File: src/dbus_settings.svh
// Architectural constants for the data-bus section
// Widths are fixed by the 36-bit word and are not meant to be changed
// Bit numbering is big-endian throughout, bit 0 most significant
// Microcode addresses are octal, 12 bits wide
`ifndef DBUS_SETTINGS_SVH
`define DBUS_SETTINGS_SVH

////////////////////
// Word geometry
////////////////////

// Full data word
`define WORD_WIDTH 36

// Ramfile holds ACs and cached words
`define RAM_DEPTH 1024
`define RAM_ADDR_WIDTH 10

////////////////////
// Force-ramfile exclusions
////////////////////

// AC references here must see memory data, not the ramfile
`define NOFORCE_ADDR_A 12'o1146
`define NOFORCE_ADDR_B 12'o3666

// Constant bits between interrupt priority and VMA in the flags word
`define FLAGS_FILLER 4'b1111

`endif

File: src/dbus_pkg.sv
// Types shared by the data-bus RTL and its testbench
// Bit 0 is the most significant bit of every vector type
// microWord_t field order is fixed, a testbench packing it must match
`default_nettype none

`include "dbus_settings.svh"

package dbus_pkg;

   ////////////////////
   // Data words
   ////////////////////

   typedef logic [0:`WORD_WIDTH-1]   word_t;
   typedef logic [0:`WORD_WIDTH/2-1] halfWord_t;

   // VMA keeps the original bit numbers 14 to 35
   typedef logic [14:`WORD_WIDTH-1]  vmaAddr_t;

   // Cycle-type flags, loaded from dp bits 0 to 13
   typedef struct packed {
      logic       readCycle;
      logic       writeCycle;
      logic       physical;
      logic       user;
      logic       fetch;
      logic [0:8] spare;
   } vmaFlags_t;

   ////////////////////
   // Microword fields
   ////////////////////

   typedef enum logic [1:0] {DBUS_FLAGS, DBUS_DP, DBUS_RAMFILE, DBUS_DBM} dbusSel_t;
   typedef enum logic [1:0] {DBM_MEM, DBM_DPSWAP, DBM_VMA, DBM_NUMBER} dbmSel_t;

   // AC uses VMA low bits, NUMBER uses the microword constant
   typedef enum logic {RAM_AC, RAM_NUMBER} ramAddrSel_t;

   typedef struct packed {
      logic [0:11] jump;       // current microcode address
      dbusSel_t    dbusSel;
      dbmSel_t     dbmSel;
      ramAddrSel_t ramAddrSel;
      logic        ramWrite;
      logic        loadVma;
      halfWord_t   number;
   } microWord_t;

endpackage

`default_nettype wire

File: src/dbmMux.sv
// Data-bus-mux, the secondary source select ahead of the bus
// Purely combinational, one microword field picks the source
// Number field appears in both halves of the word
`timescale 1ns/1ns
`default_nettype none

`include "dbus_settings.svh"

module dbmMux (
   input  wire dbus_pkg::dbmSel_t    dbmSel,
   input  wire dbus_pkg::word_t      memData,
   input  wire dbus_pkg::word_t      dp,
   input  wire dbus_pkg::vmaAddr_t   vmaAddr,
   input  wire dbus_pkg::vmaFlags_t  vmaFlags,
   input  wire dbus_pkg::halfWord_t  number,
   output dbus_pkg::word_t           dbm
);

   import dbus_pkg::*;

   // Split point between left and right halves
   localparam int half = `WORD_WIDTH / 2;

   ////////////////////
   // Source select
   ////////////////////

   always_comb
   begin
      case (dbmSel)
         // Main memory read data
         DBM_MEM:
         begin
            dbm = memData;
         end
         // Datapath with halves exchanged
         DBM_DPSWAP:
         begin
            dbm = {dp[half:`WORD_WIDTH-1], dp[0:half-1]};
         end
         // Flags on the left, address on the right
         DBM_VMA:
         begin
            dbm = {vmaFlags, vmaAddr};
         end
         // Microcode constant, duplicated
         DBM_NUMBER:
         begin
            dbm = {number, number};
         end
         default:
         begin
            dbm = memData;
         end
      endcase
   end

endmodule

`default_nettype wire

File: config.mk
export PLATFORM = sky130hd
export DESIGN_NAME = dbmMux
export DESIGN_NICKNAME = d
export VERILOG_FILES = /design/src/dbus_pkg.sv /design/src/dbmMux.sv
export VERILOG_INCLUDE_DIRS = /design/src
export SDC_FILE = /design/constraint.sdc
export NUM_CORES = 1
export LEC_CHECK = 0
export ABC_AREA = 1
export ABC_CLOCK_PERIOD_IN_PS = 1300
export BUFFER_PORTS_ARGS = -buffer_cell sky130_fd_sc_hd__buf_2
export CORE_AREA = 2 2 62 64
export DETAILED_ROUTE_END_ITERATION = 10
export DIE_AREA = 0 0 64 66
export PLACE_DENSITY = 0.82
export SYNTH_ARGS = -nofsm -noshare
export SYNTH_HDL_FRONTEND = slang
export SYNTH_SLANG_ARGS = --single-unit
File: constraint.sdc
create_clock -name vclk -period 1.3
set_input_delay 0.13 -clock vclk [all_inputs]
set_output_delay 0.13 -clock vclk [all_outputs]
set_load 0.02 [all_outputs]
== Word-level counts from Yosys, hierarchy flattened ==
Cells that the tools add are included.
Storage, ports and cells
  register bits after elaboration: 0
  latch bits: 0
  memory bits (writable): 0
  memory bits (read-only): 0
  bits of input ports: 128
  output and inout bits: 36
  word-level logic and storage cells: 5
  memories kept: 0
Operators by class
  add/sub/neg operators: 0
  multipliers: 0
  div/mod/pow operators: 0
  order comparisons: 0
  equality and inequality tests: 3
  shift-type cells: 0
  multiplexer cells: 1
  bitwise logic cells: 0
  reductions and logical operators: 1
Operators with widths (count)
  $pmux 36 s4: 1
  $eq 2x2->1 const B: 2
  $eq 2x1->1 const B: 1
  $logic_not 2->1: 1

== Logic depth before layout (Yosys ltp) ==
  depth in word-level cells: 2
  depth in mapped cells: 5
  mapped depth without buffers: 3

== Worst setup path before layout ==
OpenSTA, ideal clock, no wires.
  path kind: input to output
  start point: in dbmSel[0]
  end point: out dbm[0]
  arrival: 763 ps
  required time: 1170 ps
  slack: 407 ps
  stages on the path: 5
  buffers on the path: 2
  cell sequence: buf_6 nor2_8 buf_6 nand2_1 nand4_1
Between the ends
  cells in the longest elaborated chain, start to end: 2
  elaborated cells on any way between the ends: 5
RTL lines
  start, declared: line dbmMux.sv:10  | input wire dbus_pkg::dbmSel_t dbmSel,
  $eq 2x2->1, or another cell as far along: line dbmMux.sv:30  | case (dbmSel)
  $pmux 36 s4 (*): line dbmMux.sv:30
  end, declared: line dbmMux.sv:16  | output dbus_pkg::word_t dbm
Mark *: on every way between the ends. The rest lies on a longest branch, timed or not.

== Worst setup path after layout ==
  start point: in dbmSel[0]
  end point: out dbm[23]
The elaborated chain is that of the path after synthesis.

==> metrics.cfg <==
[placed_design]
dpl.hpwl_um=4214
dp.cells=390
dpl_worst_slack_ps=122.8
dpl-instance-area_sq_um=1917
place_congestion=0.8103
port_buffers=164

[min_path]
min_from=memData[15]
holdPathStages=4
min_path_type=in -> out
holdPathEnd=dbm[15]

[die]
core_sq_um=3551
die_w_um=64
start_util_pct=27.87
io_pins=164
fp-row-count=22
die_h_um=66
dieArea_sq_um=4224

[layout]
final_common_cell=buf_2
n_antenna_cell=0
multi_input_comb_area_sq_um=830.8
fillers=347
final_cell_mix=buf_2, nand3_1, nand2_1, nand4_1, buf_12
seq_cell_count=0
final_cells=390
clkbuf_count=0
syn2layout_area_growth_pct=93.68
regArea_sq_um=0
design_area_sq_um=1917
layout.nets=472
drive_gt1_share_pct=52.63

[global_route]
grt_pass1_vias=1797
overflow=0
grt.total_usage_pct=22.49
grt_max_degree=33
antenna_found_initial=0
grt_pass1_wl_um=7859

[setup_path]
startpoint_type=primary input
crit_fanout=16
cp_num_buf_inv=3
end_kind=primary output
critPathArrivalTime_ps=1060
cp_top_family=buffers and inverters
critPathMaxStageDelay_ps=240
cpMostUsedCell=buf_2
worstPathCellList=buf_2, buf_4, nand3_1, nand4_1, buf_2
critPathRequiredTime_ps=1170
critPathSlowestCell=buf_4
crit_type=in -> out

[detailed_routing]
wirelength_um=5114
vias=2063
drt-initial-drc-count=119
antenna_left=0
drtPass1Iterations=5
routedWlPerCell_um=13.11
vias_per_cell=5.290
drcViolationCount=0

[sta]
min_period_over_period_pct=91.44
fin_ws_ps=111.3
hold_viol=0
final.setup.tns_ps=0
maxSlewHeadroom_pct=86.38
fmax_mhz=841.3
setup_viol=0
worst_pin_slew_ps=204.3
slew_viol_final=0
rsz0062_at_grt=no
fin_crit_ps=1189

[power]
p_comb_share_pct=100.0
power.internal_uw=353.4
clkPwrFrac_pct=0
power_switching_uw=437.5
total_leakage_power_uw=0.001053
peakVddDrop_v=0.0001921
p_sw_share_pct=55.32
pwr_density_cell_nw_per_um2=412.6
seq_power_share_pct=0
total_power_uw=790.9

[cts]
post_cts_buffers=0
post_cts_resized=0
hold_buffers=0

[logic_synthesis]
netlist_instances=186
synthesis.area_sq_um=989.7
synth_cell_types=9
seq_area_frac_synth_pct=0
ys_warn_count=0
synth_nets=314
postSynthAreaPerCell_sq_um=5.321

[run_status]
outcome=completed

[run]
max_cap_violations=0

how the worst max path moves through the flow:
stage               slack (ps)  cells after the start       from  endpoint
floorplan                  410                      5  dbmSel[0]    dbm[0]
finish                     110                      5  dbmSel[0]   dbm[23]
global route                30                      5  dbmSel[0]   dbm[23]
CTS                        120                      5  dbmSel[0]   dbm[23]
detailed placement         120                      5  dbmSel[0]   dbm[23]
global placement           130                      5  dbmSel[0]   dbm[23]
per-stage QoR:
| step | utilization [%] | hold WS, ps |
|---|---|---|
| floorplan | - | 464.1 |
| global placement | 53.98 | 580.4 |
| detailed placement | 53.98 | 584.1 |
| CTS | 53.98 | 585.7 |
| global route | 53.98 | 601.6 |
| finish | 53.98 | 583.3 |
Yosys cell counts, drive strengths merged:
master | count | share of area (%)
nand2 | 36 | 14
nand3 | 90 | 46
nand4 | 36 | 23
buf | 20 | 15
nor2 | 1 | 2.0
inv | 2 | 0.76
clkbuf | 1 | 0.76
power by group through the flow:
stage	Clock [uW]	Sequential [uW]	Combinational (uW)
floorplan	0	0	413
global placement	0	0	783
detailed placement	0	0	791
CTS	0	0	794
global route	0	0	858
finish	0	0	791
cells by family after synthesis:
kind of cell  count (synthesis)  synth area share (%)
buf+inv                      23                 16.06
simple gates                163                 83.94
layout make-up:
| class | instances | area share, % |
|---|---|---|
| Inverter | 2 | 0.3916 |
| Timing Repair Buffer | 177 | 53.13 |
| Multi-Input combinational cell | 163 | 43.34 |
| Tap cell | 48 | 3.133 |
layer usage:
layer / share of wire (%) / track usage [%]
met3: 10 / 1.533
met2: 51 / 43.10
met5: 0 / 0
met4: 0 / 0.8152
met1: 39 / 28.66
(Power assumes the default switching activity.)
