[src/dbus_settings.svh]
// Architectural constants for the data-bus section
// Widths are fixed by the 36-bit word and are not meant to be changed
// Bit numbering is big-endian throughout, bit 0 most significant
// Microcode addresses are octal, 12 bits wide
`ifndef DBUS_SETTINGS_SVH
`define DBUS_SETTINGS_SVH

////////////////////
// Word geometry
////////////////////

// Full data word
`define WORD_WIDTH 36

// Ramfile holds ACs and cached words
`define RAM_DEPTH 1024
`define RAM_ADDR_WIDTH 10

////////////////////
// Force-ramfile exclusions
////////////////////

// AC references here must see memory data, not the ramfile
`define NOFORCE_ADDR_A 12'o1146
`define NOFORCE_ADDR_B 12'o3666

// Constant bits between interrupt priority and VMA in the flags word
`define FLAGS_FILLER 4'b1111

`endif

[src/dbus_pkg.sv]
// Types shared by the data-bus RTL and its testbench
// Bit 0 is the most significant bit of every vector type
// microWord_t field order is fixed, a testbench packing it must match
`default_nettype none

`include "dbus_settings.svh"

package dbus_pkg;

   ////////////////////
   // Data words
   ////////////////////

   typedef logic [0:`WORD_WIDTH-1]   word_t;
   typedef logic [0:`WORD_WIDTH/2-1] halfWord_t;

   // VMA keeps the original bit numbers 14 to 35
   typedef logic [14:`WORD_WIDTH-1]  vmaAddr_t;

   // Cycle-type flags, loaded from dp bits 0 to 13
   typedef struct packed {
      logic       readCycle;
      logic       writeCycle;
      logic       physical;
      logic       user;
      logic       fetch;
      logic [0:8] spare;
   } vmaFlags_t;

   ////////////////////
   // Microword fields
   ////////////////////

   typedef enum logic [1:0] {DBUS_FLAGS, DBUS_DP, DBUS_RAMFILE, DBUS_DBM} dbusSel_t;
   typedef enum logic [1:0] {DBM_MEM, DBM_DPSWAP, DBM_VMA, DBM_NUMBER} dbmSel_t;

   // AC uses VMA low bits, NUMBER uses the microword constant
   typedef enum logic {RAM_AC, RAM_NUMBER} ramAddrSel_t;

   typedef struct packed {
      logic [0:11] jump;       // current microcode address
      dbusSel_t    dbusSel;
      dbmSel_t     dbmSel;
      ramAddrSel_t ramAddrSel;
      logic        ramWrite;
      logic        loadVma;
      halfWord_t   number;
   } microWord_t;

endpackage

`default_nettype wire

[src/vmaRegister.sv]
// Virtual memory address and flags register
// Loads from the datapath only when the microword asks for it
// acRef reads 1 after reset, harmless since readCycle is then 0
`timescale 1ns/1ns
`default_nettype none

module vmaRegister (
   input  wire                    clk,
   input  wire                    rst,
   input  wire                    loadVma,
   input  wire dbus_pkg::word_t   dp,
   output dbus_pkg::vmaAddr_t     vmaAddr,
   output dbus_pkg::vmaFlags_t    vmaFlags,
   output logic                   acRef
);

   import dbus_pkg::*;

   ////////////////////
   // Register
   ////////////////////

   // Flags in dp 0..13, address in dp 14..35
   always_ff @(posedge clk)
   begin
      if (rst)
      begin
         vmaAddr  <= '0;
         vmaFlags <= '0;
      end
      else if (loadVma)
      begin
         vmaFlags <= vmaFlags_t'(dp[0:13]);
         vmaAddr  <= dp[14:35];
      end
   end

   ////////////////////
   // AC reference decode
   ////////////////////

   // Lowest sixteen words of the address space
   // Only bits 32..35 may be set for an AC
   // ACs are never reached by a physical reference
   always_comb
   begin
      acRef = ~vmaFlags.physical & (vmaAddr[18:31] == 14'b0);
   end

   // Bits 14..17 are section bits and play no part in the decode
   // User and fetch flags ride along unchanged

endmodule

`default_nettype wire

[config.mk]
export PLATFORM = sky130hd
export DESIGN_NAME = vmaRegister
export DESIGN_NICKNAME = d
export VERILOG_FILES = /design/src/dbus_pkg.sv /design/src/vmaRegister.sv
export VERILOG_INCLUDE_DIRS = /design/src
export SDC_FILE = /design/constraint.sdc
export NUM_CORES = 1
export LEC_CHECK = 0
export ABC_AREA = 1
export BUFFER_PORTS_ARGS = -buffer_cell sky130_fd_sc_hd__buf_2
export CELL_PAD_IN_SITES_DETAIL_PLACEMENT = 1
export CELL_PAD_IN_SITES_GLOBAL_PLACEMENT = 2
export CORE_MARGIN = 3
export CORE_UTILIZATION = 25
export CTS_CLUSTER_SIZE = 28
export DETAILED_ROUTE_END_ITERATION = 6
export PLACE_DENSITY = 0.9
export SLEW_MARGIN = 15
export SYNTH_ARGS = -nofsm -noshare
export SYNTH_HDL_FRONTEND = slang
export SYNTH_SLANG_ARGS = --single-unit
[constraint.sdc]
create_clock -name clk -period 1.4 [get_ports clk]
set_input_delay 0.14 -clock clk [delete_from_list [all_inputs] [get_ports clk]]
set_output_delay 0.14 -clock clk [all_outputs]
set_load 0.02 [all_outputs]
**Yosys cells after proc, flatten, opt, wreduce, memory -nomap -nowiden**

Cells that the tools add are included.

- Flip-flop bits (word level): 36
- Bits in latches: 0
- RAM bits: 0
- Memory bits (read-only): 0
- Input port bits: 39
- Output and inout bits: 37
- Word-level logic and storage cells: 10
- Memories kept: 0

- Add/subtract/negate cells: 0
- $mul: 0
- Divide/modulo/power cells: 0
- Order comparisons: 0
- Equality and inequality tests: 0
- Shift operators: 0
- Multiplexer cells: 0
- Bitwise gates (word level): 2
- Reductions and logical operators: 1

Operators with widths:

| operator | count |
|---|---|
| zero test 14 bit | 1 |
| AND 1 bit | 1 |
| NOT 1 bit | 1 |

**Depth between registers and ports, before layout**

Gate-level depths: netlist of the first run.

- Word-level depth: 2
- Mapped depth: 5

**Worst setup path before layout of the first run**

OpenSTA, ideal clock, no wires.

- Path type: reg2out
- Start point: register vmaAddr[5]
- End point: output port acRef
- Data arrival time: 0.918 ns
- Setup slack: 0.342 ns
- Stages on the path, launching flop included: 6
- Cell sequence: dfxtp_1 > inv_1 > nand2_1 > nor2_1 > nand2_1 > nor2_1

- Word-level cells in the longest chain between the ends: 2

RTL lines:

| item | RTL line | text |
|---|---|---|
| start, declared | vmaRegister.sv:12 | `output dbus_pkg::vmaAddr_t vmaAddr,` |
| start signal, assigned | vmaRegister.sv:34 | `vmaAddr <= dp[14:35];` |
| zero test 14 bit | vmaRegister.sv:47 | `acRef = ~vmaFlags.physical & (vmaAddr[18:31] == 14'b0);` |
| AND 1 bit | vmaRegister.sv:47 |  |
| end, declared | vmaRegister.sv:14 | `output logic acRef` |

Every way passes these cells.

**Worst setup path after layout of the first run**

Same ends and word-level chain as after synthesis.

==> results.md, run 1 <==
- Post-synth top area share: 48.2%
- WHS: 102 ps
- Setup CP Type: register to output pin
- NumNets Final: 297
- Post-synthesis mux area share: 0%
- Fin crit period: 1260 ps
- Final Setup Violations: 0
- Reg area: 721 um^2
- IO Pins: 76
- VDD IR max: 0.000540 V
- Synth top area cells: dfxtp_1 48%, nand2_1 18%, a21oi_2 8.8%
- Post-Synth Adder-Cell Area: 0%
- Mapped Area: 1500 um^2
- Clk sinks: 36
- Largest net degree at the start of global routing: 37
- Max-Cap Viols: 0
- Fin crit share: 90.0%
- Wire per inst: 11.9 um
- Slew @ Worst Pin: 328 ps
- Vias per cell: 4.20
- Die area: 6950 um^2
- Max clock buf depth: 2
- Setup TNS: 0 ps
- Compound-gate portion of the synthesized area: 15.8%
- Yosys synthesis warning count: 0
- Postcts setup bufs: 0
- Final Max Slew Viols: 0
- GRT overflow: 0
- Post-synthesis xor/xnor area fraction: 0%
- Core box area: 5640 um^2
- Starting density of the core: 26.5%
- Post-Syn Instances: 184
- Routed WL: 3940 um
- Die height: 83.4 um
- First-pass GRT wire length: 6780 um
- # DRC: 0
- Largest family of logic cells by synthesized area: simple AND/OR/NAND/NOR gates
- GP Congestion: 0.678
- Critical Path AT: 1120 ps
- Post-DP HPWL: 2860 um
- Share of layout cells above drive strength 1: 44.0%
- RSZ-0062 raised after global routing: no
- LEAKAGE: 0.956 nW
- HP Class: input pin to register
- Row cnt: 27
- Area of the multi-input gates: 589 um^2
- Die Span X: 83.4 um
- Root buffer cell: clkbuf_8
- CTS tree: done
- Via count: 1390
- Max Fclk: 794 MHz
- Synth Area per Inst: 8.13 um^2
- Flop and latch count out of synthesis: 36
- Crit end category: output pin
- Clk slew on worst S/H paths: 80 ps
- Cell accounting for the most synthesized area: dfxtp_1
- Vias in the first global route: 1419
- Gr usage total: 11.9%
- Latest clock arrival within the worst-skew pair: 280 ps
- PortBufs: 75
- Design Area, Final: 1970 um^2
- Area Growth Syn to Fin: 31.6%
- # diodes: 0
- Worst Path Required: 1260 ps
- ANT nets after route: 0
- Mapped Nets: 223
- Pre-CTS WS: 376 ps
- Crit Path Max Fanout: 3
- DRT iter0 DRCs: 45
- Area after DPL: 1870 um^2
- Most common cell after layout, fill and taps aside: buf_2
- Yosys cell types: 11
- Post-route setup slack: 140 ps
- Fillers: 735
- Status: completed
- DR pass1 iterations: 4
- Count of hold-fix buffers inserted at cts: 0
- Max Clock Skew: 0 ps
- Pwr dens: 1140 nW/um^2
- Final Hold Fails: 0
- Sequential area share after synthesis: 48.2%
- CTS buffer count: 5
- Worst slew margin: 78.1%
- Worst Setup Start Kind: register
- H-tree levels: 2
- Initial antenna violation count: 0
- Most frequent cells in the layout: 74 x buf_2, 70 x nand2_1, 36 x dfxtp_1
- Simple-gate share of the synthesized area: 23.4%
==> Yosys cell counts <==
library cell and number:
nand2_1 70, dfxtp_1 36, a21oi_1 21, a21oi_2 15, inv_1 14, nand2_2 11, nor2_1 5, buf_2 4
buf_6 4, buf_12 3, inv_8 1
==> layout make-up <==
class | instances | area share (%)
well taps | 72 | 4.57
inverters | 15 | 3.24
flip-flops and latches | 36 | 36.6
multi-input cells | 122 | 29.9
clock buffers | 6 | 4.19
repair buffers | 78 | 21.0
clock inverters | 2 | 0.508
==> registers in the layout, summed over array words and instances (netlist names) <==
signal	cells
vmaFlags	14
vmaAddr	22
==> power breakdown <==
group | total, W | leakage (nW) | internal, W | switching, W
clock network | 0.000763 | 0.0510 | 0.000393 | 0.000370
registers | 0.00112 | 0.297 | 0.00108 | 0.0000346
logic | 0.000365 | 0.608 | 0.000142 | 0.000223
total | 0.00224 | 0.956 | 0.00162 | 0.000629
==> critical path, stage by stage (launching register included) <==
cell     delay [ps]
dfxtp_1         330
inv_1            50
nand2_1          40
nor2_1          100
nand2_1          70
nor2_2          100
buf_4           140
==> worst paths after layout <==
check,slack [ps],start,end,cells after the start
max,140,vmaAddr[5],acRef,6
min,100,dp[30],vmaFlags[8],3
max reg2reg,760,vmaAddr[17],vmaAddr[17],2
min reg2reg,460,vmaFlags[10],vmaFlags[10],2
==> logic make-up after synthesis <==
family / after synthesis
AOI/OAI and AO/OA: 36
buffers and inverters: 26
DFF: 36
and+or+nand+nor: 86
==> what timing repair did <==
action | in CTS | in global routing
endpoints found under the setup margin | 0 | 1
hold endpoints to repair | 0 | 0
gates resized for setup | 0 | 2
==> stage by stage <==
stage	utilization, %	cells	power, W
after floorplan	-	184	0.00139
after global placement	33.2	323	0.00150
after detailed placement	33.2	323	0.00151
after CTS	34.8	331	0.00229
after global routing	34.9	331	0.00239
final	34.9	331	0.00224
==> metal layers <==
metal  vias to the layer above  share of wire (%)  GRT usage (%)  routed length [um]
met2                        46                 48           19.7                1870
met3                         2                7.3           3.67                 288
met5                         -                  0              0                   0
li1                        711                  -              -                   -
met4                         0               0.64           4.46                  25
met1                       631                 44           14.4                1750
Power figures use the tool's default switching activity.
==> run 2, diff against run 1 <==
Settings changed: PLACE_DENSITY 0.9 to default, PLACE_DENSITY_LB_ADDON from default to 0.3.
==> results.md, run 2 (synthesized netlist as in run 1, its figures left out) <==
- Starting density of the core: 26.5%
- Postcts setup bufs: 0
- Count of hold-fix buffers inserted at cts: 0
- NumNets Final: 297
- Largest net degree at the start of global routing: 37
- Worst Setup Start Kind: register
- Via count: 1387
- GP Congestion: 0.738
- Root buffer cell: clkbuf_8
- Fin crit share: 89.9%
- # DRC: 0
- Worst path cell trace: inv_1, nand2_1, nor2_1, nand2_1, nor2_1, buf_4
- DR pass1 iterations: 4
- Dpl cells: 323
- RSZ-0062 raised after global routing: no
- First-pass GRT wire length: 6890 um
- Die height: 83.4 um
- Final Hold Fails: 0
- Most common cell after layout, fill and taps aside: buf_2
- LEAKAGE: 0.951 nW
- Most frequent cells in the layout: 74 x buf_2, 70 x nand2_1, 36 x dfxtp_1
- Worst slew margin: 84.2%
- IO Pins: 76
- Max-Cap Viols: 0
- Routed WL: 4000 um
- Share of layout cells above drive strength 1: 42.9%
- Max Fclk: 794 MHz
- # diodes: 0
- Fillers: 726
- Biggest register: vmaAddr
- PortBufs: 75
- Clk slew on worst S/H paths: 70 ps
- Gr usage total: 12.1%
- Area Growth Syn to Fin: 31.3%
- CTS buffer count: 5
- Status: completed
- Setup CP Type: register to output pin
- H-tree levels: 2
- CTS-repair resized insts: 0
- DRT iter0 DRCs: 49
- Die Span X: 83.4 um
- Final Setup Violations: 0
- Max stage delay on crit path: 330 ps
- Core box area: 5640 um^2
- Setup TNS: 0 ps
- ANT nets after route: 0
- Crit end category: output pin
- Post-DP HPWL: 2900 um
- HP Class: input pin to register
- Fin crit period: 1260 ps
- Critical Path AT: 1120 ps
- CTS tree: done
- Slew @ Worst Pin: 237 ps
- Clk sinks: 36
- VDD IR max: 0.000411 V
- CP max stage cell: dfxtp_1
- Final Max Slew Viols: 0
- Die area: 6950 um^2
- Vias in the first global route: 1457
- CP Buf/Inv Count: 2
- Max Clock Skew: 0 ps
- Row cnt: 27
- Crit Path Max Fanout: 3
- Wire per inst: 12.1 um
- CP top delay family: flip-flops
- R2R Setup Slk: 770 ps
- Worst Path Required: 1260 ps
- Pwr dens: 1130 nW/um^2
- Vias per cell: 4.19
- Latest clock arrival within the worst-skew pair: 270 ps
- Largest regs: vmaAddr: 22 flops, vmaFlags: 14 flops
- Final Non-Filler Cells: 331
- Max clock buf depth: 2
- Initial antenna violation count: 0
- Max reg flops: 22
- GRT overflow: 0
-- run 2: through the flow --
| step | setup WS [ps] | instance area, um^2 | hold slack (ps) | util [%] | power, W |
|---|---|---|---|---|---|
| after floorplan | 342 | 1500 | 280 | - | 0.00139 |
| after global placement | 435 | 1870 | 397 | 33.2 | 0.00151 |
| after detailed placement | 413 | 1870 | 399 | 33.2 | 0.00151 |
| after CTS | 94.2 | 1960 | 94.8 | 34.8 | 0.00228 |
| after global routing | 2.48 | 1960 | 102 | 34.8 | 0.00236 |
| final | 141 | 1960 | 108 | 34.8 | 0.00222 |
-- run 2: cell type report --
class | count | area, um^2 | share of cell area, %
sequential | 36 | 721 | 36.7
multi-input combinational | 122 | 587 | 29.9
timing repair buffer | 78 | 413 | 21.0
clock buffer | 8 | 90.1 | 4.59
tap | 72 | 90.1 | 4.59
inverter | 15 | 63.8 | 3.25
-- run 2: path summary, 6_finish.rpt --
check,startpoint,end,depth (start not counted)
setup / recovery,vmaAddr[15],acRef,6
hold / removal,dp[24],vmaFlags[2],3
setup reg to reg,vmaAddr[21],vmaAddr[21],2
hold reg to reg,vmaAddr[18],vmaAddr[18],2
-- run 2: tightest hold or removal path, delay by kind of cell --
kind            cells  cell delay [ps]
buf+inv             1               90
compound gates      1               50
simple gates        1               50
-- run 2: report_power, final --
group          switching [W]  leakage (nW)  total, W  internal, W
Sequential         0.0000337         0.297   0.00111      0.00108
Combinational       0.000225         0.608  0.000367     0.000142
Clock               0.000339        0.0455  0.000740     0.000401
-- run 2: metal layers --
metal	global-route usage (%)	up-vias	part of all wire, %
met5	0	-	0
met4	3.57	0	1.2
met3	4.27	5	6.8
met2	21.0	41	48
met1	14.0	628	44
li1	-	713	-
