===== src/dbus_settings.svh =====
// Architectural constants for the data-bus section
// Widths are fixed by the 36-bit word and are not meant to be changed
// Bit numbering is big-endian throughout, bit 0 most significant
// Microcode addresses are octal, 12 bits wide
`ifndef DBUS_SETTINGS_SVH
`define DBUS_SETTINGS_SVH

////////////////////
// Word geometry
////////////////////

// Full data word
`define WORD_WIDTH 36

// Ramfile holds ACs and cached words
`define RAM_DEPTH 1024
`define RAM_ADDR_WIDTH 10

////////////////////
// Force-ramfile exclusions
////////////////////

// AC references here must see memory data, not the ramfile
`define NOFORCE_ADDR_A 12'o1146
`define NOFORCE_ADDR_B 12'o3666

// Constant bits between interrupt priority and VMA in the flags word
`define FLAGS_FILLER 4'b1111

`endif


===== src/dbus_pkg.sv =====
// Types shared by the data-bus RTL and its testbench
// Bit 0 is the most significant bit of every vector type
// microWord_t field order is fixed, a testbench packing it must match
`default_nettype none

`include "dbus_settings.svh"

package dbus_pkg;

   ////////////////////
   // Data words
   ////////////////////

   typedef logic [0:`WORD_WIDTH-1]   word_t;
   typedef logic [0:`WORD_WIDTH/2-1] halfWord_t;

   // VMA keeps the original bit numbers 14 to 35
   typedef logic [14:`WORD_WIDTH-1]  vmaAddr_t;

   // Cycle-type flags, loaded from dp bits 0 to 13
   typedef struct packed {
      logic       readCycle;
      logic       writeCycle;
      logic       physical;
      logic       user;
      logic       fetch;
      logic [0:8] spare;
   } vmaFlags_t;

   ////////////////////
   // Microword fields
   ////////////////////

   typedef enum logic [1:0] {DBUS_FLAGS, DBUS_DP, DBUS_RAMFILE, DBUS_DBM} dbusSel_t;
   typedef enum logic [1:0] {DBM_MEM, DBM_DPSWAP, DBM_VMA, DBM_NUMBER} dbmSel_t;

   // AC uses VMA low bits, NUMBER uses the microword constant
   typedef enum logic {RAM_AC, RAM_NUMBER} ramAddrSel_t;

   typedef struct packed {
      logic [0:11] jump;       // current microcode address
      dbusSel_t    dbusSel;
      dbmSel_t     dbmSel;
      ramAddrSel_t ramAddrSel;
      logic        ramWrite;
      logic        loadVma;
      halfWord_t   number;
   } microWord_t;

endpackage

`default_nettype wire


===== src/dbusMux.sv =====
// Data-bus selector with the force-ramfile rule
// Read cycles that hit the cache or an AC take ramfile data,
// except at the two excluded microcode addresses
// Force applies only to the DBM selection
`timescale 1ns/1ns
`default_nettype none

`include "dbus_settings.svh"

module dbusMux (
   input  wire dbus_pkg::microWord_t  crom,
   input  wire                        cacheHit,
   input  wire                        acRef,
   input  wire dbus_pkg::vmaFlags_t   vmaFlags,
   input  wire dbus_pkg::vmaAddr_t    vmaAddr,
   input  wire dbus_pkg::halfWord_t   pcFlags,
   input  wire logic [0:2]            reqIntp,
   input  wire dbus_pkg::word_t       dp,
   input  wire dbus_pkg::word_t       ramData,
   input  wire dbus_pkg::word_t       dbm,
   output dbus_pkg::word_t            dbus
);

   import dbus_pkg::*;

   logic  noForceAddr;
   logic  forceRamfile;
   word_t flagsWord;

   ////////////////////
   // Force ramfile
   ////////////////////

   // Microcode steps that must see memory even on an AC reference
   assign noForceAddr = (crom.jump == `NOFORCE_ADDR_A) |
                        (crom.jump == `NOFORCE_ADDR_B);

   // Cache hit alone is enough, AC needs the address check
   assign forceRamfile = vmaFlags.readCycle &
                         (cacheHit | (acRef & ~noForceAddr));

   ////////////////////
   // Bus select
   ////////////////////

   // PC flags, zero, priority, filler, low ten VMA bits
   assign flagsWord = {pcFlags, 1'b0, reqIntp, `FLAGS_FILLER, vmaAddr[26:35]};

   always_comb
   begin
      case (crom.dbusSel)
         DBUS_FLAGS:
         begin
            dbus = flagsWord;
         end
         DBUS_DP:
         begin
            dbus = dp;
         end
         DBUS_RAMFILE:
         begin
            dbus = ramData;
         end
         // Memory path bypassed when ramfile is forced
         default:
         begin
            dbus = forceRamfile ? ramData : dbm;
         end
      endcase
   end

endmodule

`default_nettype wire


===== config.mk =====
export PLATFORM = sky130hd
export DESIGN_NAME = dbusMux
export DESIGN_NICKNAME = d
export VERILOG_FILES = /design/src/dbus_pkg.sv /design/src/dbusMux.sv
export VERILOG_INCLUDE_DIRS = /design/src
export SDC_FILE = /design/constraint.sdc
export NUM_CORES = 1
export LEC_CHECK = 0
export ABC_AREA = 1
export BUFFER_PORTS_ARGS = -buffer_cell sky130_fd_sc_hd__clkbuf_2
export CORE_AREA = 2 2 94 96
export DETAILED_ROUTE_END_ITERATION = 12
export DIE_AREA = 0 0 96 98
export SETUP_SLACK_MARGIN = 0.5
export SYNTH_ARGS = -nofsm -noshare
export SYNTH_HDL_FRONTEND = slang
export SYNTH_SLANG_ARGS = --single-unit

===== constraint.sdc =====
create_clock -name vclk -period 2.2
set_input_delay 0.22 -clock vclk [all_inputs]
set_output_delay 0.22 -clock vclk [all_outputs]
set_load 0.01 [all_outputs]

# Yosys cells after proc, flatten, opt, wreduce, memory -nomap -nowiden
# Index checks and enable logic that the tools add are counted.
# classes
eq_ne	4
n_bitwise	5
reduce_logical	1
muxes	2
# ops
operator	n
$pmux W36 S3	1
$mux W36	1
$eq A12 B10 Y1 const B	1
$eq A12 B11 Y1 const B	1
$and A1 B1 Y1	2
$eq A2 B1 Y1 const B	1
$eq A2 B2 Y1 const B	1
$logic_not A2 Y1	1
$or A1 B1 Y1	2
$not A1 Y1	1
# totals
in_bits	204
output_inout_bits	36
elab_cells	12
regBits	0

# Depth between registers and ports, before layout
# Gate-level depths: netlist of the first run.
# depth
depth_word	8
depth_mapped	11
ltp_nobuf	10

# Worst setup path before layout of the first run
# Ideal clock, no wire load.
# synth_timing
path_type	input -> output
start	input port crom[25] (netlist name)
end	output port dbus[10]
stages	10
slack_ps	892
n_path_buf	1
arrival_ps	1088
required_time_ps	1980
path_cell_list	inv_1 nand2_1 nor2_2 nand3_1 nand3_2 nand2_4 buf_4 nand3_1 nand3_1 nand2_1
# synth_between
elab_chain_len	8
word_cells_on_any_way	9
classes_between	2 x eq/ne; 2 x mux; 5 x bitwise
# synth_lines
element	line	source
from (decl)	dbusMux.sv:11	input wire dbus_pkg::microWord_t crom,
$eq A12 B10 Y1 (no source line) or $eq A12 B11 Y1 (tied branches)	--	
$or A1 B1 Y1 (*)	dbusMux.sv:35	assign noForceAddr = (crom.jump == `NOFORCE_ADDR_A) |
$not A1 Y1 (*)	dbusMux.sv:40	(cacheHit | (acRef & ~noForceAddr));
$and A1 B1 Y1 (*)	dbusMux.sv:40	
$or A1 B1 Y1 (*)	dbusMux.sv:40	
$and A1 B1 Y1 (*)	dbusMux.sv:39	assign forceRamfile = vmaFlags.readCycle &
$mux W36 (*)	dbusMux.sv:67	dbus = forceRamfile ? ramData : dbm;
$pmux W36 S3 (*)	dbusMux.sv:51	case (crom.dbusSel)
to (decl)	dbusMux.sv:21	output dbus_pkg::word_t dbus
# Mark *: on every way between the ends. The rest lies on a longest branch, timed or not.

# Worst setup path in the final report of the first run
# layout_timing
start	input port crom[28] (netlist name)
end	output port dbus[31]
# The elaborated chain is that of the path after synthesis.

==> impl_metrics.json, run 1 <==
{
  "status": "complete, no violations",
  "crit_slowest_cell": "clkbuf_16",
  "holdBufCountCts": 0,
  "rsz0062_at_grt": "true",
  "arrival_ps": 1470,
  "synth_cell_types": 16,
  "fmax_ghz": 0.590,
  "max_cap_viol_count": 0,
  "worstHoldEndpoint": "dbus[22]",
  "via_per_inst": 4.53,
  "start_kind": "input port",
  "drtAntennaViolNets": 0,
  "seq_cells": 0,
  "io_buffers": 192,
  "place_congestion": 0.784,
  "finalSetupViolCount": 0,
  "synth.largest_area_cell": "nand3_1",
  "critPathMostFrequentCell": "nand3_1",
  "endpoint_kind": "output pin",
  "ioPinCount": 240,
  "power.leakage_nw": 1.94,
  "critical_path_class": "in2out",
  "clkbuf_count": 0,
  "antenna_found_initial": 0,
  "synth_top_area_share_pct": 22.6,
  "p_sw_share_pct": 53.4,
  "ys_warn_count": 0,
  "rows": 34,
  "start_util_pct": 19.3,
  "seqPwrFrac_pct": 0,
  "timing.hold.worst_path_depth": 4,
  "path_cells": "clkbuf_2, inv_2, nand2_2, nor2_4, nand3_2, nand3_4, nand2_8, clkbuf_16, nand3_1, nand3_1, nand2_1, buf_2",
  "drive_gt1_share_pct": 44.8,
  "dieArea_um2": 9410,
  "final_cell_mix": "clkbuf_2, inv_1, nand2_1",
  "regArea_um2": 0,
  "fin_tns_setup_ps": 0,
  "p_per_area_nw_per_um2": 203,
  "drc_errors": 0,
  "path_max_fanout": 8,
  "wl_per_cell_um": 12.7,
  "p_switching_uw": 324,
  "worstMarginPinSlew_ps": 501,
  "power_frac_clock_pct": 0,
  "path_buf_inv": 4,
  "slew_viol_final": 0,
  "firstDrtPassIters": 4,
  "final_common_cell": "clkbuf_2",
  "slowest_delay_ps": 200,
  "diodes": 0,
  "syn_area_um2": 1640,
  "fin_crit_sh_pct": 77.0,
  "cp_top_family": "simple AND/OR/NAND/NOR gates",
  "internal_power_uw": 283,
  "use_met1_pct": 18.9,
  "ir_drop_mv": 0.0942,
  "routed_wl_um": 8130,
  "place_inst": 629,
  "vias": 2907,
  "synthTopCellsByArea": "nand3_1, nand2_1, inv_1, a221oi_1, nor2_1",
  "slew_headroom_pct": 66.6,
  "die_x_um": 96,
  "syn-num-nets": 547,
  "grt_pass1_wl_um": 12400,
  "core_region_area_um2": 8470,
  "drt_iter0_drc": 79,
  "critPathRequiredTime_ps": 1980,
  "finalNetCount": 740,
  "holdCritStartpoint": "dp[22]",
  "hold_class": "in2out",
  "syn_to_final_growth_pct": 82.9,
  "ys_seq_area_share_pct": 0,
  "hpwl_um": 5730,
  "grt_pass1_vias": 2830,
  "gr-total-overflow": 0,
  "syn_avg_cell_area_um2": 4.77,
  "met2_usage_pct": 31.6,
  "grt_use_total_pct": 15.8,
  "grt_max_degree": 23,
  "synthCells": 343,
  "pwr-share-comb_pct": 100.0,
  "busiest_layer": "met2",
  "die_y_um": 98,
  "use_met3_pct": 0.617,
  "hold_violations": 0,
  "instances_no_fill": 642,
  "layout_min_cycle_time_ps": 1690
}
==> cell usage after synthesis, drive strengths merged <==
cell,count
nand3,75
buf,18
nand2,87
a221oi,35
nor2,38
clkbuf,4
o21ai,1
clkinv,1
inv,84
==> kinds of logic after synthesis <==
| group | after synthesis | synth area share, % |
|---|---|---|
| simple gates | 200 | 53.7 |
| buf+inv | 107 | 27.2 |
| compound gates | 36 | 19.1 |
==> layout make-up <==
| cell class | count | area [µm²] |
|---|---|---|
| multi-input cells | 242 | 1380 |
| well taps | 108 | 135 |
| inverters | 85 | 320 |
| fillers | 948 | 5480 |
| repair buffers | 207 | 1160 |
==> worst max path at each step <==
| stage | start | endpoint | slack, ps | cells past startpoint |
|---|---|---|---|---|
| final | crom[28] | dbus[31] | 510 | 12 |
| after global routing | crom[28] | dbus[11] | 420 | 12 |
| after CTS | crom[32] | dbus[0] | 490 | 12 |
| after detailed placement | crom[24] | dbus[32] | 300 | 6 |
| after global placement | crom[24] | dbus[32] | 310 | 6 |
| after floorplan | crom[25] | dbus[10] | 890 | 10 |
==> metal layers <==
| layer | routed length [µm] | up-vias |
|---|---|---|
| met1 | 3310 | 1291 |
| li1 | - | 1499 |
| met5 | 0 | - |
| met4 | 67 | 0 |
| met2 | 4290 | 109 |
| met3 | 460 | 8 |
==> power by group through the flow <==
stage	Clock, mW	Sequential, mW	Combinational (mW)
finish	0	0	0.606
global route	0	0	0.679
CTS	0	0	0.578
detailed placement	0	0	0.546
global placement	0	0	0.540
floorplan	0	0	0.287
==> timing repair <==
item / CTS / global route
cloned: 4 / 3
endpoints found under the setup margin: 36 / 36
gates resized for setup: 6 / 45
pin swaps: 2 / 14
buffers inserted: 3 / 3
==> stage by stage <==
stage	hold WS, ps	worst slack [ps]	power (mW)	area [µm²]	util [%]
finish	748	506	0.606	2990	35.3
global route	775	423	0.679	2990	35.3
CTS	758	491	0.578	2810	33.2
detailed placement	757	301	0.546	2690	31.8
global placement	756	313	0.540	2690	31.8
floorplan	593	892	0.287	1640	-
No activity file was read; power rests on OpenSTA's default activity.
==> run 2: changes to the inputs <==
--- a/config.mk
+++ b/config.mk
@@ -6,11 +6,12 @@
 export SDC_FILE = /design/constraint.sdc
 export NUM_CORES = 1
 export LEC_CHECK = 0
-export ABC_AREA = 1
+export ABC_AREA = 0
 export BUFFER_PORTS_ARGS = -buffer_cell sky130_fd_sc_hd__clkbuf_2
-export CORE_AREA = 2 2 94 96
+export CORE_AREA = 2 2 92 94
 export DETAILED_ROUTE_END_ITERATION = 12
-export DIE_AREA = 0 0 96 98
+export DIE_AREA = 0 0 94 96
+export PLACE_DENSITY = 0.68
 export SETUP_SLACK_MARGIN = 0.5
 export SYNTH_ARGS = -nofsm -noshare
 export SYNTH_HDL_FRONTEND = slang
==> constraint.sdc (replaced) <==
create_clock -name vclk -period 1.4
set_input_delay 0.14 -clock vclk [all_inputs]
set_output_delay 0.14 -clock vclk [all_outputs]
set_load 0.01 [all_outputs]
==> impl_metrics.json, run 2 <==
{
  "multiInputGateArea_um2": 1780,
  "fin_tns_setup_ps": -15500,
  "hold_violations": 0,
  "synth_cell_types": 25,
  "final_area_um2": 3350,
  "clkbuf_count": 0,
  "endpoint_kind": "output pin",
  "path_max_fanout": 9,
  "drtAntennaViolNets": 0,
  "ys_warn_count": 0,
  "placed_cell_area_um2": 3210,
  "slew_viol_final": 0,
  "layout_min_cycle_time_ps": 1870,
  "internal_power_uw": 503,
  "dieArea_um2": 9020,
  "finalSetupViolCount": 36,
  "via_per_inst": 5.39,
  "worstMarginPinSlew_ps": 405,
  "critPathMostFrequentCell": "buf_12",
  "synth.largest_area_cell": "o211ai_2",
  "hpwl_um": 6850,
  "die_y_um": 96,
  "regArea_um2": 0,
  "slew_headroom_pct": 73.0,
  "ys_seq_area_share_pct": 0,
  "grt_max_degree": 43,
  "critical_path_class": "in2out",
  "max_cap_viol_count": 0,
  "failed_checks": "negative setup slack",
  "firstDrtPassIters": 4,
  "seqPwrFrac_pct": 0,
  "p_per_area_nw_per_um2": 297,
  "drc_errors": 0,
  "wl_per_cell_um": 16.2,
  "synthCells": 300,
  "ir_drop_mv": 0.117,
  "final_cell_mix": "clkbuf_2, inv_1, nor4_1",
  "finalNetCount": 679,
  "hold_class": "in2out",
  "grt_pass1_wl_um": 13300,
  "io_buffers": 192,
  "core_region_area_um2": 8050,
  "start_kind": "input port",
  "start_util_pct": 26.1,
  "fillers": 856,
  "netlist_top_cells_count": "a2bb2oi_1, a31oi_1, inv_1, nor4_1",
  "rows": 33,
  "syn_avg_cell_area_um2": 7.01,
  "synthTopCellsByArea": "o211ai_2, a2bb2oi_1, a211oi_1, a31oi_1, nor4_1",
  "fin_crit_sh_pct": 133,
  "path_cells": "buf_6, or4b_4, mux2i_4, buf_12, buf_12, a2bb2oi_1, a31oi_2, clkbuf_2",
  "fmax_ghz": 0.535,
  "p_sw_share_pct": 49.3,
  "status": "complete, but fails checks",
  "power.leakage_nw": 1.60,
  "vias": 3118,
  "p_switching_uw": 490,
  "place_congestion": 0.804,
  "die_x_um": 94,
  "diodes": 0,
  "drive_gt1_share_pct": 53.9,
  "preCtsSetupSlack_ps": -473,
  "power_frac_clock_pct": 0,
  "holdBufCountCts": 0,
  "drt_iter0_drc": 93,
  "critPathRequiredTime_ps": 1260,
  "syn_to_final_growth_pct": 59.1,
  "slowest_delay_ps": 550,
  "synth_top_area_share_pct": 17.8,
  "rsz0062_at_grt": "true",
  "syn_area_um2": 2100,
  "pwr-share-comb_pct": 100.0,
  "grt_use_total_pct": 17.6,
  "crit_slowest_cell": "or4b_4",
  "ioPinCount": 240,
  "grt_pass1_vias": 2778,
  "final_common_cell": "clkbuf_2",
  "seq_cells": 0,
  "gr-total-overflow": 0,
  "total_power_uw": 993,
  "antenna_found_initial": 0,
  "routed_wl_um": 9370,
  "layout_setup_ws_ps": -469,
  "arrival_ps": 1730,
  "syn-num-nets": 504
}
## run 2: cell count changes after synthesis, moves of 6 or more
| cell | delta |
|---|---|
| nor2_1 | -36 |
| a221oi_1 | -35 |
| nor2b_1 | +31 |
| a31oi_1 | +36 |
| a2bb2oi_1 | +36 |
| nand3_1 | -74 |
| inv_1 | -48 |
| nor4_1 | +36 |
| buf_2 | -9 |
| o211ai_1 | +6 |
| o211ai_2 | +30 |
| a211oi_1 | +31 |
| clkbuf_1 | +25 |
| nand2_1 | -84 |
## run 2: power by group through the flow
stage	combinational (mW)	clock, mW	sequential [mW]
floorplan	0.518	0	0
global placement	0.940	0	0
detailed placement	0.956	0	0
CTS	0.966	0	0
global route	1.08	0	0
finish	0.993	0	0
## run 2: final timing paths
path | startpoint | end | depth (start not counted)
worst max-delay path | crom[29] | dbus[23] | 8
worst min-delay path | ramData[32] | dbus[32] | 4
## run 2: layout make-up
cell class                      instances  share of cell area, %
Inverter                               36                   4.04
Tap cell                              105                   3.93
Multi-Input combinational cell        221                   53.2
Timing Repair Buffer                  216                   38.9
## run 2: layer usage
metal,vias to the layer above,GRT usage (%),share of wire [%]
li1,1546,-,-
met1,1437,21.7,44
met2,133,34.7,50
met3,2,1.57,6.4
met4,0,0.966,0.21
met5,-,0,0
## run 2: cells by family (layout without fill, tap and decap cells)
family,after synthesis,in the layout,synth area share (%)
multiplexers,2,2,1.78
AO/OA/AOI/OAI,141,141,57.2
AND/OR/NAND/NOR,78,78,24.1
buffers and inverters,79,252,16.9
## run 2: worst max-delay path: cells and delay by family
kind,cells,cell delay (ps)
multiplexers,1,180
AO/OA/AOI/OAI,2,310
buffers and inverters,4,540
AND/OR/NAND/NOR,1,550
## run 2: repair_timing
action,in CTS,in global routing
gates resized for setup,2,12
endpoints found under the setup margin,36,36
setup buffers,1,1
cloned,0,4
pin swaps,0,8
## run 2: through the flow
step           util, %  instances  hold slack [ps]
2_1_floorplan        -        300              447
3_3_place_gp      39.8        572              623
3_5_place_dp      39.8        572              623
4_1_cts           40.1        573              628
5_1_grt           41.6        578              643
6_report          41.6        578              626
==> run 3: changes to the inputs <==
--- a/config.mk
+++ b/config.mk
@@ -7,7 +7,7 @@
 export NUM_CORES = 1
 export LEC_CHECK = 0
 export ABC_AREA = 0
-export BUFFER_PORTS_ARGS = -buffer_cell sky130_fd_sc_hd__clkbuf_2
+export BUFFER_PORTS_ARGS = -buffer_cell sky130_fd_sc_hd__buf_2
 export CORE_AREA = 2 2 92 94
 export DETAILED_ROUTE_END_ITERATION = 12
 export DIE_AREA = 0 0 94 96
==> impl_metrics.json, run 3 (synthesized netlist as in run 2, its figures left out) <==
{
  "final_area_um2": 3510,
  "hold_class": "in2out",
  "firstDrtPassIters": 4,
  "slew_headroom_pct": 71.8,
  "vias": 3220,
  "critPathRequiredTime_ps": 1260,
  "layout_min_cycle_time_ps": 1890,
  "p_sw_share_pct": 48.2,
  "place_congestion": 0.804,
  "seq_cells": 0,
  "routed_wl_um": 9760,
  "drtAntennaViolNets": 0,
  "placed_cell_area_um2": 3270,
  "fin_tns_setup_ps": -15500,
  "p_switching_uw": 501,
  "start_util_pct": 26.1,
  "finalNetCount": 687,
  "antenna_found_initial": 0,
  "grt_max_degree": 50,
  "grt_pass1_wl_um": 13300,
  "drt_iter0_drc": 114,
  "finalSetupViolCount": 36,
  "path_max_fanout": 17,
  "clkbuf_count": 0,
  "fmax_ghz": 0.530,
  "rsz0062_at_grt": "true",
  "internal_power_uw": 540,
  "fin_crit_sh_pct": 135,
  "ir_drop_mv": 0.114,
  "endpoint_kind": "output pin",
  "failed_checks": "negative setup slack",
  "holdWs_ps": 646,
  "core_region_area_um2": 8050,
  "status": "complete, but fails checks",
  "hold_violations": 0,
  "drc_errors": 0,
  "diodes": 0,
  "seqPwrFrac_pct": 0,
  "instances_no_fill": 586,
  "grt_use_total_pct": 17.7,
  "io_buffers": 192,
  "arrival_ps": 1750,
  "die_x_um": 94,
  "power_frac_clock_pct": 0,
  "start_kind": "input port",
  "max_cap_viol_count": 0,
  "final_cell_mix": "buf_2, inv_1, nor4_1",
  "final_common_cell": "buf_2",
  "hpwl_um": 6870,
  "syn_to_final_growth_pct": 66.9,
  "wl_per_cell_um": 16.7,
  "gr-total-overflow": 0,
  "regArea_um2": 0,
  "ioPinCount": 240,
  "die_y_um": 96,
  "drive_gt1_share_pct": 55.7,
  "via_per_inst": 5.49,
  "layout_setup_ws_ps": -486,
  "worstMarginPinSlew_ps": 424,
  "dieArea_um2": 9020,
  "slew_viol_final": 0,
  "p_per_area_nw_per_um2": 297,
  "pwr-share-comb_pct": 100.0,
  "power.leakage_nw": 1.63,
  "critical_path_class": "in2out",
  "grt_pass1_vias": 2927,
  "place_inst": 577,
  "rows": 33
}
[run 3: cell types whose count changed in the layout (fill, tap and decap cells not counted), sizes merged]
cell,before,now
clkbuf,187,4
buf,29,220
[run 3: routing by layer]
layer / GRT usage (%) / vias to the layer above / wire length [µm]
met2: 35.1 / 160 / 4930
met5: 0 / - / 0
met1: 20.6 / 1491 / 3970
met3: 2.19 / 8 / 781
li1: - / 1561 / -
met4: 2.42 / 0 / 85
[run 3: critical path, stage by stage]
cell      delay (ps)
buf_6             90
or4b_4           540
mux2_4           330
buf_12           170
o211ai_1         220
a31oi_1          110
buf_2            150
[run 3: power groups by stage]
stage,Combinational (mW),Clock [mW],Sequential (mW)
after floorplan,0.518,0,0
after global placement,0.962,0,0
after detailed placement,0.980,0,0
after CTS,0.987,0,0
after global routing,1.13,0,0
final,1.04,0,0
[run 3: path summary, 6_finish.rpt]
path                  cells after the start       end  slack, ps  startpoint
worst max-delay path                      7  dbus[26]       -490    crom[29]
worst min-delay path                      4   dbus[3]        650  ramData[3]
[run 3: final cells by class]
| class | count | area (µm²) |
|---|---|---|
| Fill cell | 829 | 4540 |
| Multi-Input combinational cell | 221 | 1810 |
| Timing Repair Buffer | 224 | 1430 |
| Inverter | 36 | 135 |
| Tap cell | 105 | 131 |
[run 3: metrics by stage]
stage               power (mW)  setup slack, ps  utilization, %
CTS                      0.987             -476            40.9
global placement         0.962             -480            40.6
finish                    1.04             -486            43.6
floorplan                0.518             -194               -
detailed placement       0.980             -502            40.6
global route              1.13             -531            43.6
[run 3: repair_timing]
item / CTS / global route
resized for setup: 4 / 11
hold buffers: 0 / 0
pin swaps: 1 / 3
endpoints found under the hold margin: 0 / 0
gates cloned: 0 / 7
setup buffers: 1 / 1
setup endpoints to repair: 36 / 36
